==> src/hw/mazeRunner_defines.svh <==
`ifndef MAZE_RUNNER_DEFINES_SVH
`define MAZE_RUNNER_DEFINES_SVH

// Countdown before the robot starts to move
`define MAZE_COUNT_CYCLES 40

// Pause between two moves
`define MAZE_STOP_CYCLES 20

// Half period of the countdown blink
`define MAZE_FLASH_CYCLES 5

// Junction decisions kept for the path view
`define MAZE_STACK_DEPTH 16

// Cycle counter of the phase timer
`define MAZE_TIMER_WIDTH 8

// Stack fill level, holds 0 up to the full depth
`define MAZE_DEPTH_WIDTH 5

`endif

==> src/hw/mazePkg.sv <==
`default_nettype none

package mazePkg;

    // Sensor bits {left, mid, right}, 1 means the line is seen
    typedef logic [2:0] road_t;

    typedef enum logic [3:0] {
        IDLE, START, COUNT, STRAIGHT,
        CHOOSE, LEFT, RIGHT, BACK,
        LITTLE_LEFT, LITTLE_RIGHT, STOP, FINISH
    } navState_t;

    typedef enum logic [1:0] {
        DEC_NONE = 2'd0,
        DEC_STRAIGHT = 2'd1,
        DEC_LEFT = 2'd2,
        DEC_RIGHT = 2'd3
    } decision_t;

    typedef enum logic [1:0] {NOP, PUSH, REPLACE} stackOp_t;

    typedef struct packed {stackOp_t op; decision_t value;} stackReq_t;

    // Entry 0 is the top of the stack
    typedef struct packed {
        decision_t entry0;
        decision_t entry1;
        decision_t entry2;
        decision_t entry3;
    } pathView_t;

    typedef struct packed {road_t road; logic run; logic near;} sensorSample_t;

    // Phase 0 countdown, phase 1 stop pause
    typedef struct packed {logic enable; logic phase;} timerReq_t;

    typedef enum logic [1:0] {HALT, FWD, REV} driveDir_t;

    typedef struct packed {driveDir_t leftDir; driveDir_t rightDir;} motorCmd_t;

    typedef struct packed {
        logic [4:0] stateField;
        logic       gapHi;
        logic [5:0] midField;
        logic       gapLo;
        road_t      roadField;
    } ledWord_t;

endpackage

`default_nettype wire

==> src/hw/trackInput.sv <==
`timescale 1ns/100ps
`default_nettype none

module trackInput (
    input  logic                   clk,
    input  logic                   rst,
    input  logic                   leftTrack,
    input  logic                   midTrack,
    input  logic                   rightTrack,
    input  logic                   runSwitch,
    input  logic                   obstacleNear,
    output mazePkg::sensorSample_t sample
);

    logic [4:0] pinBits;
    logic [4:0] syncFirst;
    logic [4:0] syncSecond;

    // Same order as the sample struct
    assign pinBits = {leftTrack, midTrack, rightTrack, runSwitch, obstacleNear};

    // All pins are asynchronous to clk
    always_ff @(posedge clk or posedge rst) begin
        if (rst) begin
            syncFirst <= '0;
            syncSecond <= '0;
        end else begin
            syncFirst <= pinBits;
            syncSecond <= syncFirst;
        end
    end

    assign sample.road = syncSecond[4:2];
    assign sample.run = syncSecond[1];
    assign sample.near = syncSecond[0];

endmodule

`default_nettype wire

==> src/hw/phaseTimer.sv <==
`timescale 1ns/100ps
`default_nettype none

`include "mazeRunner_defines.svh"

module phaseTimer (
    input  logic               clk,
    input  logic               rst,
    input  mazePkg::timerReq_t req,
    output logic               timerDone,
    output logic               flash
);

    localparam int TimerWidth = `MAZE_TIMER_WIDTH;
    localparam logic [TimerWidth-1:0] CountLast = TimerWidth'(`MAZE_COUNT_CYCLES - 1);
    localparam logic [TimerWidth-1:0] StopLast = TimerWidth'(`MAZE_STOP_CYCLES - 1);
    localparam logic [TimerWidth-1:0] FlashLast = TimerWidth'(`MAZE_FLASH_CYCLES - 1);

    logic [TimerWidth-1:0] count;
    logic [TimerWidth-1:0] lastCount;
    logic [TimerWidth-1:0] flashCount;

    assign lastCount = req.phase ? StopLast : CountLast;

    // Count saturates at the end, so done stays high until enable drops
    always_ff @(posedge clk or posedge rst) begin
        if (rst) begin
            count <= '0;
            flashCount <= '0;
            flash <= 1'b0;
        end else if (!req.enable) begin
            count <= '0;
            flashCount <= '0;
            flash <= 1'b0;
        end else begin
            if (count < lastCount) begin
                count <= count + 1'b1;
            end
            if (flashCount == FlashLast) begin
                flashCount <= '0;
                flash <= ~flash;
            end else begin
                flashCount <= flashCount + 1'b1;
            end
        end
    end

    assign timerDone = req.enable && (count >= lastCount);

endmodule

`default_nettype wire

==> src/hw/decisionStack.sv <==
`timescale 1ns/100ps
`default_nettype none

`include "mazeRunner_defines.svh"

module decisionStack (
    input  logic               clk,
    input  logic               rst,
    input  mazePkg::stackReq_t req,
    output mazePkg::decision_t top,
    output mazePkg::pathView_t path
);

    localparam int DepthWidth = `MAZE_DEPTH_WIDTH;
    localparam int IndexWidth = $clog2(`MAZE_STACK_DEPTH);
    localparam logic [DepthWidth-1:0] DepthMax = DepthWidth'(`MAZE_STACK_DEPTH);

    mazePkg::decision_t entries [`MAZE_STACK_DEPTH];
    mazePkg::decision_t view [4];
    logic [DepthWidth-1:0] depth;
    logic [DepthWidth-1:0] wrIndex;
    logic                  wrEnable;

    // Replace on an empty stack lands in entry 0
    always_comb begin
        wrEnable = 1'b0;
        wrIndex = depth - 1'b1;
        case (req.op)
            mazePkg::PUSH: begin
                wrEnable = (depth != DepthMax);
                wrIndex = depth;
            end
            mazePkg::REPLACE: begin
                wrEnable = 1'b1;
                if (depth == '0) begin
                    wrIndex = '0;
                end
            end
            default: ;
        endcase
    end

    always_ff @(posedge clk) begin
        if (wrEnable) begin
            entries[IndexWidth'(wrIndex)] <= req.value;
        end
    end

    // A write just above the top grows the stack
    always_ff @(posedge clk or posedge rst) begin
        if (rst) begin
            depth <= '0;
        end else if (wrEnable && (wrIndex == depth)) begin
            depth <= depth + 1'b1;
        end
    end

    always_comb begin
        for (int i = 0; i < 4; i++) begin
            if (DepthWidth'(i) < depth) begin
                view[i] = entries[IndexWidth'(depth - DepthWidth'(i) - 1'b1)];
            end else begin
                view[i] = mazePkg::DEC_NONE;
            end
        end
    end

    assign path.entry0 = view[0];
    assign path.entry1 = view[1];
    assign path.entry2 = view[2];
    assign path.entry3 = view[3];
    assign top = view[0];

endmodule

`default_nettype wire

==> src/hw/mazeNavigator.sv <==
`timescale 1ns/100ps
`default_nettype none

module mazeNavigator (
    input  logic                   clk,
    input  logic                   rst,
    input  mazePkg::sensorSample_t sample,
    input  logic                   timerDone,
    input  mazePkg::decision_t     top,
    output mazePkg::navState_t     state,
    output mazePkg::timerReq_t     timerReq,
    output mazePkg::stackReq_t     stackReq
);

    mazePkg::navState_t nextState;
    mazePkg::navState_t ruleNext;
    mazePkg::navState_t target;
    mazePkg::navState_t stopTarget;
    mazePkg::stackReq_t ruleReq;
    mazePkg::road_t     road;
    logic               straightFamily;
    logic               rightEntry;
    // Checkpoints, each set once the robot has moved off the marker
    logic               straightSeen;
    logic               chooseSeen;
    logic               leftSeenCross;
    logic               leftSeenTee;
    logic               rightSeen;
    logic [1:0]         rightCount;

    assign road = sample.road;
    assign straightFamily = state inside {mazePkg::STRAIGHT, mazePkg::LITTLE_LEFT,
                                          mazePkg::LITTLE_RIGHT};
    // Fresh arrival on a crossing while turning right
    assign rightEntry = (state == mazePkg::RIGHT) && rightSeen && (road == 3'b111);

    always_comb begin
        ruleNext = state;
        stopTarget = target;
        ruleReq.op = mazePkg::NOP;
        ruleReq.value = mazePkg::DEC_NONE;
        case (state)
            mazePkg::IDLE: if (sample.run) ruleNext = mazePkg::START;
            mazePkg::START: if (road == 3'b010) ruleNext = mazePkg::COUNT;
            mazePkg::COUNT: if (timerDone) ruleNext = mazePkg::STRAIGHT;
            mazePkg::STRAIGHT, mazePkg::LITTLE_LEFT, mazePkg::LITTLE_RIGHT: begin
                case (road)
                    3'b000: begin
                        ruleNext = mazePkg::STOP;
                        stopTarget = mazePkg::BACK;
                    end
                    3'b111: begin
                        if (straightSeen) begin
                            ruleNext = mazePkg::CHOOSE;
                            ruleReq.op = mazePkg::PUSH;
                            ruleReq.value = mazePkg::DEC_STRAIGHT;
                        end else begin
                            ruleNext = mazePkg::STRAIGHT;
                        end
                    end
                    3'b011, 3'b001: ruleNext = mazePkg::LITTLE_RIGHT;
                    3'b110, 3'b100: ruleNext = mazePkg::LITTLE_LEFT;
                    default: ruleNext = mazePkg::STRAIGHT;
                endcase
            end
            mazePkg::CHOOSE: begin
                if (road == 3'b101) begin
                    ruleNext = mazePkg::STOP;
                    stopTarget = mazePkg::LEFT;
                    ruleReq.op = mazePkg::REPLACE;
                    ruleReq.value = mazePkg::DEC_LEFT;
                end else if (road == 3'b111 && chooseSeen) begin
                    ruleNext = mazePkg::STRAIGHT;
                end
            end
            mazePkg::LEFT: begin
                if (road == 3'b101 && leftSeenTee) begin
                    ruleNext = mazePkg::STOP;
                    stopTarget = mazePkg::RIGHT;
                    ruleReq.op = mazePkg::REPLACE;
                    ruleReq.value = mazePkg::DEC_RIGHT;
                end else if (road == 3'b111 && leftSeenCross) begin
                    ruleNext = mazePkg::STOP;
                    stopTarget = mazePkg::STRAIGHT;
                end
            end
            mazePkg::RIGHT: begin
                if (rightEntry && rightCount == 2'd1) begin
                    ruleNext = mazePkg::STOP;
                    stopTarget = mazePkg::STRAIGHT;
                end
            end
            mazePkg::BACK: begin
                if (road == 3'b111) begin
                    ruleNext = mazePkg::STOP;
                    stopTarget = mazePkg::BACK;
                    if (top == mazePkg::DEC_STRAIGHT) begin
                        stopTarget = mazePkg::LEFT;
                        ruleReq.op = mazePkg::REPLACE;
                        ruleReq.value = mazePkg::DEC_LEFT;
                    end else if (top == mazePkg::DEC_LEFT) begin
                        stopTarget = mazePkg::RIGHT;
                        ruleReq.op = mazePkg::REPLACE;
                        ruleReq.value = mazePkg::DEC_RIGHT;
                    end
                end
            end
            mazePkg::STOP: if (timerDone) ruleNext = target;
            default: ;
        endcase

        // Run switch and obstacle win over every state rule
        nextState = ruleNext;
        stackReq = ruleReq;
        if (!sample.run) begin
            nextState = mazePkg::IDLE;
            stackReq.op = mazePkg::NOP;
        end else if (sample.near && state != mazePkg::IDLE) begin
            nextState = mazePkg::FINISH;
            stackReq.op = mazePkg::NOP;
        end
    end

    always_ff @(posedge clk or posedge rst) begin
        if (rst) begin
            state <= mazePkg::IDLE;
            target <= mazePkg::IDLE;
            straightSeen <= 1'b0;
            chooseSeen <= 1'b0;
            leftSeenCross <= 1'b0;
            leftSeenTee <= 1'b0;
            rightSeen <= 1'b0;
            rightCount <= 2'd0;
        end else begin
            state <= nextState;
            if (nextState == mazePkg::STOP) begin
                target <= stopTarget;
            end

            if ((straightFamily && road != 3'b111) ||
                (state == mazePkg::COUNT && nextState == mazePkg::STRAIGHT)) begin
                straightSeen <= 1'b1;
            end else if (!straightFamily) begin
                straightSeen <= 1'b0;
            end

            chooseSeen <= (state == mazePkg::CHOOSE) && (chooseSeen || road != 3'b111);
            leftSeenCross <= (state == mazePkg::LEFT) && (leftSeenCross || road != 3'b111);
            leftSeenTee <= (state == mazePkg::LEFT) && (leftSeenTee || road != 3'b101);

            // Counting an entry rearms only after leaving the crossing again
            if (state != mazePkg::RIGHT) begin
                rightSeen <= 1'b0;
                rightCount <= 2'd0;
            end else if (road != 3'b111) begin
                rightSeen <= 1'b1;
            end else if (rightEntry) begin
                rightSeen <= 1'b0;
                rightCount <= rightCount + 2'd1;
            end
        end
    end

    assign timerReq.enable = (state == mazePkg::COUNT) || (state == mazePkg::STOP);
    assign timerReq.phase = (state == mazePkg::STOP);

endmodule

`default_nettype wire

==> src/hw/statusOutput.sv <==
`timescale 1ns/100ps
`default_nettype none

module statusOutput (
    input  mazePkg::navState_t state,
    input  mazePkg::road_t     road,
    input  mazePkg::pathView_t path,
    input  logic               flash,
    output mazePkg::ledWord_t  led,
    output mazePkg::motorCmd_t motor
);

    logic [4:0] stateBits;
    logic [5:0] midBits;

    always_comb begin
        stateBits = 5'b00000;
        midBits = 6'b000000;
        motor.leftDir = mazePkg::HALT;
        motor.rightDir = mazePkg::HALT;
        case (state)
            mazePkg::START: stateBits = 5'b00001;
            mazePkg::COUNT: begin
                stateBits = 5'b00010;
                midBits = flash ? 6'b000000 : 6'b111111;
            end
            mazePkg::STRAIGHT, mazePkg::LITTLE_LEFT, mazePkg::LITTLE_RIGHT: begin
                stateBits = 5'b01000;
                midBits = 6'b001100;
                // Small correction stops one wheel
                motor.leftDir = (state == mazePkg::LITTLE_LEFT) ? mazePkg::HALT : mazePkg::FWD;
                motor.rightDir = (state == mazePkg::LITTLE_RIGHT) ? mazePkg::HALT : mazePkg::FWD;
            end
            mazePkg::CHOOSE: stateBits = 5'b00100;
            mazePkg::LEFT, mazePkg::BACK: begin
                stateBits = (state == mazePkg::LEFT) ? 5'b10000 : 5'b01010;
                midBits = (state == mazePkg::LEFT) ? 6'b110000 : 6'b000000;
                motor.leftDir = mazePkg::REV;
                motor.rightDir = mazePkg::FWD;
            end
            mazePkg::RIGHT: begin
                stateBits = 5'b00100;
                midBits = 6'b000011;
                motor.leftDir = mazePkg::FWD;
                motor.rightDir = mazePkg::REV;
            end
            mazePkg::STOP: begin
                stateBits = 5'b11100;
                midBits = 6'b111111;
            end
            default: ;
        endcase

        // Finish shows the recorded decisions, top entry leftmost
        if (state == mazePkg::FINISH) begin
            led = mazePkg::ledWord_t'({path, 8'hFF});
        end else begin
            led = mazePkg::ledWord_t'({stateBits, 1'b0, midBits, 1'b0, road});
        end
    end

endmodule

`default_nettype wire

==> src/hw/mazeRunner.sv <==
`timescale 1ns/100ps
`default_nettype none

module mazeRunner (
    input  logic               clk,
    input  logic               rst,
    input  logic               leftTrack,
    input  logic               midTrack,
    input  logic               rightTrack,
    input  logic               runSwitch,
    input  logic               obstacleNear,
    output mazePkg::ledWord_t  led,
    output mazePkg::motorCmd_t motor
);

    mazePkg::sensorSample_t sample;
    mazePkg::navState_t     state;
    mazePkg::timerReq_t     timerReq;
    mazePkg::stackReq_t     stackReq;
    mazePkg::decision_t     stackTop;
    mazePkg::pathView_t     path;
    logic                   timerDone;
    logic                   flash;

    trackInput trackInput_i (.clk, .rst, .leftTrack, .midTrack, .rightTrack, .runSwitch,
                             .obstacleNear, .sample);

    mazeNavigator mazeNavigator_i (.clk, .rst, .sample, .timerDone, .top(stackTop), .state,
                                   .timerReq, .stackReq);

    phaseTimer phaseTimer_i (.clk, .rst, .req(timerReq), .timerDone, .flash);

    decisionStack decisionStack_i (.clk, .rst, .req(stackReq), .top(stackTop), .path);

    statusOutput statusOutput_i (.state, .road(sample.road), .path, .flash, .led, .motor);

endmodule

`default_nettype wire

==> config.mk <==
export PLATFORM = sky130hd
export DESIGN_NAME = mazeRunner
export DESIGN_NICKNAME = d
export VERILOG_FILES = /design/src/hw/mazePkg.sv /design/src/hw/trackInput.sv /design/src/hw/phaseTimer.sv /design/src/hw/decisionStack.sv /design/src/hw/mazeNavigator.sv /design/src/hw/statusOutput.sv /design/src/hw/mazeRunner.sv
export VERILOG_INCLUDE_DIRS = /design/src /design/src/hw
export SDC_FILE = /design/constraint.sdc
export NUM_CORES = 1
export LEC_CHECK = 0
export BUFFER_PORTS_ARGS = -buffer_cell sky130_fd_sc_hd__buf_2
export CORE_ASPECT_RATIO = 1.25
export CORE_MARGIN = 2
export CORE_UTILIZATION = 28
export DETAILED_ROUTE_END_ITERATION = 8
export PLACE_DENSITY = 0.46
export SLEW_MARGIN = 20
export SYNTH_ARGS = -nofsm -noshare
export SYNTH_HDL_FRONTEND = slang
export SYNTH_SLANG_ARGS = --single-unit
==> constraint.sdc <==
create_clock -name clk -period 4.7 [get_ports clk]
set_clock_uncertainty 0.2 [all_clocks]
set_input_delay 0 -clock clk [delete_from_list [all_inputs] [get_ports clk]]
set_output_delay 0 -clock clk [all_outputs]
set_load 0.02 [all_outputs]
==> metrics.md <==
| Metric | Value |
|---|---|
| Outcome | `finished clean` |
| Most frequent cell after synthesis | `nor2_1` |
| Diode count | `0` |
| Power per cell area | `270 nW/um^2` |
| CTS buffer count | `9` |
| Syn_nets | `roughly 530` |
| GPL Wtd Cong | `0.879` |
| Sequential power share | `approximately 45%` |
| Clk sinks | `78` |
| Final setup viols | `0` |
| RSZ-0062 raised after global routing | `no` |
| Leading area contributor after synthesis | `dfrtp_1` |
| Worst setup path class | `reg2reg` |
| Max-slew violation count | `0` |
| Core Region | `18800 sq um` |
| Number of synthesized flops with an enable pin | `32` |
| Internal Pwr Total | `1.24 mW` |
| Full die area | `20200 sq um` |
| Nets@finish | `570` |
| Yosys reg bits | `78` |
| CP startpoint kind | `flip-flop` |
| Worst Setup Slack, final | `246 ps` |
| Routed Antenna Nets | `0` |
| Syn avg cell area | `10.7 sq um` |
| Register area share after synthesis | `between 30% and 40%` |
| Fin crit period | `4450 ps` |
| Leak pwr | `roughly 2.5 nW` |
| Place WS | `-173 ps` |
| DR WL/cell | `18.7 microns` |
| Arrival time at the worst endpoint | `around 4300 ps` |
| Root Buffer | `clkbuf_16` |
| Ys flop type | `dfrtp_1` |
| Starting Density | `~28%` |
| Synth cell types | `70` |
| Fmax | `about 0.22 GHz` |
| WL final | `~15000 microns` |
| YS warnings | `0` |
| Port Buf Inserts | `26` |
| Peak supply drop | `0.156 mV` |
| Post-route DRC | `0` |
| Share of cells above drive strength 1 | `27.3%` |
| Max Cap Violations | `0` |
| Worst min path class | `in2reg` |
| Worst skew pair latency | `350 ps` |
| Combinational power share | `around an eighth` |
| Largest net degree at the start of global routing | `47` |
| Worst hold margin | `87.6 ps` |
| Critical path endpoint category | `flip-flop` |
| Htree depth | `3` |
| Initial antenna violation count | `0` |
| Synth top area share | `21.5%` |
| First-pass GRT wire length | `roughly 24000 microns` |
| Post-Synthesis Cells | `501` |
| Row Count | `56` |
| Routed vias/inst | `5.29` |
| Gr usage total | `15.1%` |
| Top cells by area, synth | `dfrtp_1, edfxtp_1, mux4_2` |
| Top post-synthesis cells by count | `nor2_1, dfrtp_1, nand2_1, a21oi_1, edfxtp_1` |
| GRT overflow | `0` |
| Die width | `~130 microns` |
| Switching share of power | `27.7%` |
| Die H | `~160 microns` |
| Tcrit/Tclk final | `a little over nine tenths` |
| Maximum clock insertion buffer count | `2` |
| Starting DRT DRC Count | `397` |
| Vias in the first global route | `4214` |
| Clock group share of total power | `a little over two fifths` |
| CP Max Fanout | `7` |
| Synthesized cell area | `~5300 sq um` |
| Ys async rst share | `59.0%` |
| Psw | `474 uW` |
| Final Hold Viols | `0` |
| Slew HR | `between 40% and 50%` |
| # IOs | `27` |
| Area Overhead vs Synth | `18.5%` |
| DR vias | `4133` |
| Critical Path RT | `between 4000 and 5000 ps` |
| Drt first pass iters | `5` |
| Detailed Place HPWL | `10600 microns` |
| Worst slew pin tran | `831 ps` |
| Clock transition at path regs | `60 ps` |
| CTS tree | `done` |
sequential cells by signal, indices dropped and copies added, names as in the netlist:
signal	flops
phaseTimer_i.count	8
phaseTimer_i.flash	1
phaseTimer_i.flashCount	8
mazeNavigator_i.rightCount	2
trackInput_i.syncFirst	5
mazeNavigator_i.leftSeenCross	1
mazeNavigator_i.chooseSeen	1
trackInput_i.sample	5
mazeNavigator_i.state	4
decisionStack_i.depth	5
mazeNavigator_i.rightSeen	1
decisionStack_i.entries	32
mazeNavigator_i.target	3
mazeNavigator_i.straightSeen	1
mazeNavigator_i.leftSeenTee	1
kinds of logic (layout without fill, tap and decap cells):
| family | after synthesis | in the layout | synth area share, % |
|---|---|---|---|
| XOR/XNOR | 23 | 23 | 4.26 |
| buffers and inverters | 51 | 100 | 5.62 |
| adder cells (fa/ha/maj) | 18 | 18 | 4.21 |
| AO/OA/AOI/OAI | 99 | 99 | 11.7 |
| flip-flops | 78 | 78 | 39.5 |
| multiplexers | 52 | 52 | 18.2 |
| AND/OR/NAND/NOR | 180 | 180 | 16.6 |
power groups by stage:
stage	combinational (mW)	sequential [mW]	clock [mW]
after floorplan	0.177	0.761	0
final	0.227	0.768	0.715
after global placement	0.220	0.781	0
after global routing	0.251	0.772	0.759
after CTS	0.227	0.767	0.732
after detailed placement	0.222	0.781	0
critical path, stage by stage, from the launching register on:
cell and delay, ps:
dfrtp_1 370, inv_1 100, buf_4 150, ha_2 240, xnor2_4 140, buf_12 140, mux2i_2 250, mux2i_1 120
mux2_4 280, inv_1 80, ha_1 230, inv_1 60, a31o_2 150, a21oi_2 70, nor2_2 140, inv_1 90
ha_4 310, nand2b_4 150, nand2_1 60, or3_1 320, o31ai_2 80, nand2_2 230, nor2_4 180
what timing repair did:
item	CTS	global route
buffers inserted	1	1
resized for setup	9	30
pin swaps	1	1
endpoints found under the setup margin	30	35
endpoints found under the hold margin	51	0
hold buffers	6	0
cloned	1	0
layout by cell type (no fill, tap or decap), types with 11 or more instances in the layout:
| master | count |
|---|---|
| nor2_1 | 48 |
| inv_1 | 20 |
| buf_2 | 26 |
| nand2_1 | 38 |
| mux4_2 | 26 |
| ha_1 | 15 |
| dfrtp_1 | 45 |
| o21ai_0 | 24 |
| buf_4 | 26 |
| nand3_1 | 13 |
| a21oi_1 | 29 |
| edfxtp_1 | 32 |
| nand2b_1 | 12 |
| xor2_1 | 11 |
worst paths after layout:
kind,start,endpoint,cells after the start,slack (ps)
worst max-delay path,decisionStack_i.depth[1],decisionStack_i.entries[2][0],22,250
worst min-delay path,leftTrack,trackInput_i.syncFirst[4],2,90
worst max register to register,decisionStack_i.depth[1],decisionStack_i.entries[2][0],22,250
worst min register to register,trackInput_i.syncFirst[3],trackInput_i.sample[3],0,140
max in group asynchronous,rst,decisionStack_i.depth[0],3,3640
min in group asynchronous,rst,trackInput_i.sample[2],3,120
layer usage:
metal  vias up  global-route usage (%)  share of wire, %
met2       101                    26.9                52
li1       1930                       -                 -
met3        18                    2.18               3.5
met4         0                    5.44               1.6
met5         -                       0                 0
met1      2084                    18.7                43
through the flow:
stage / std cells / utilization [%] / cell area, sq um / TNS [ps] / total power [mW]
finish: 782 / 33.8 / 6340 / 0 / 1.71
global route: 782 / 33.8 / 6340 / 0 / 1.78
CTS: 781 / 33.1 / 6210 / 0 / 1.73
detailed placement: 757 / 30.7 / 5770 / -2590 / 1.00
global placement: 757 / 30.7 / 5770 / 0 / 1.00
floorplan: 501 / - / 5350 / 0 / 0.938
cell type report:
type	count	area (sq um)
clock buffers	10	229
repair buffers	62	469
well taps	232	290
multi-input cells	372	3080
clock inverters	6	70.1
inverters	22	83.8
fillers	1922	12400
flip-flops and latches	78	2110
Power figures use the tool's default switching activity.
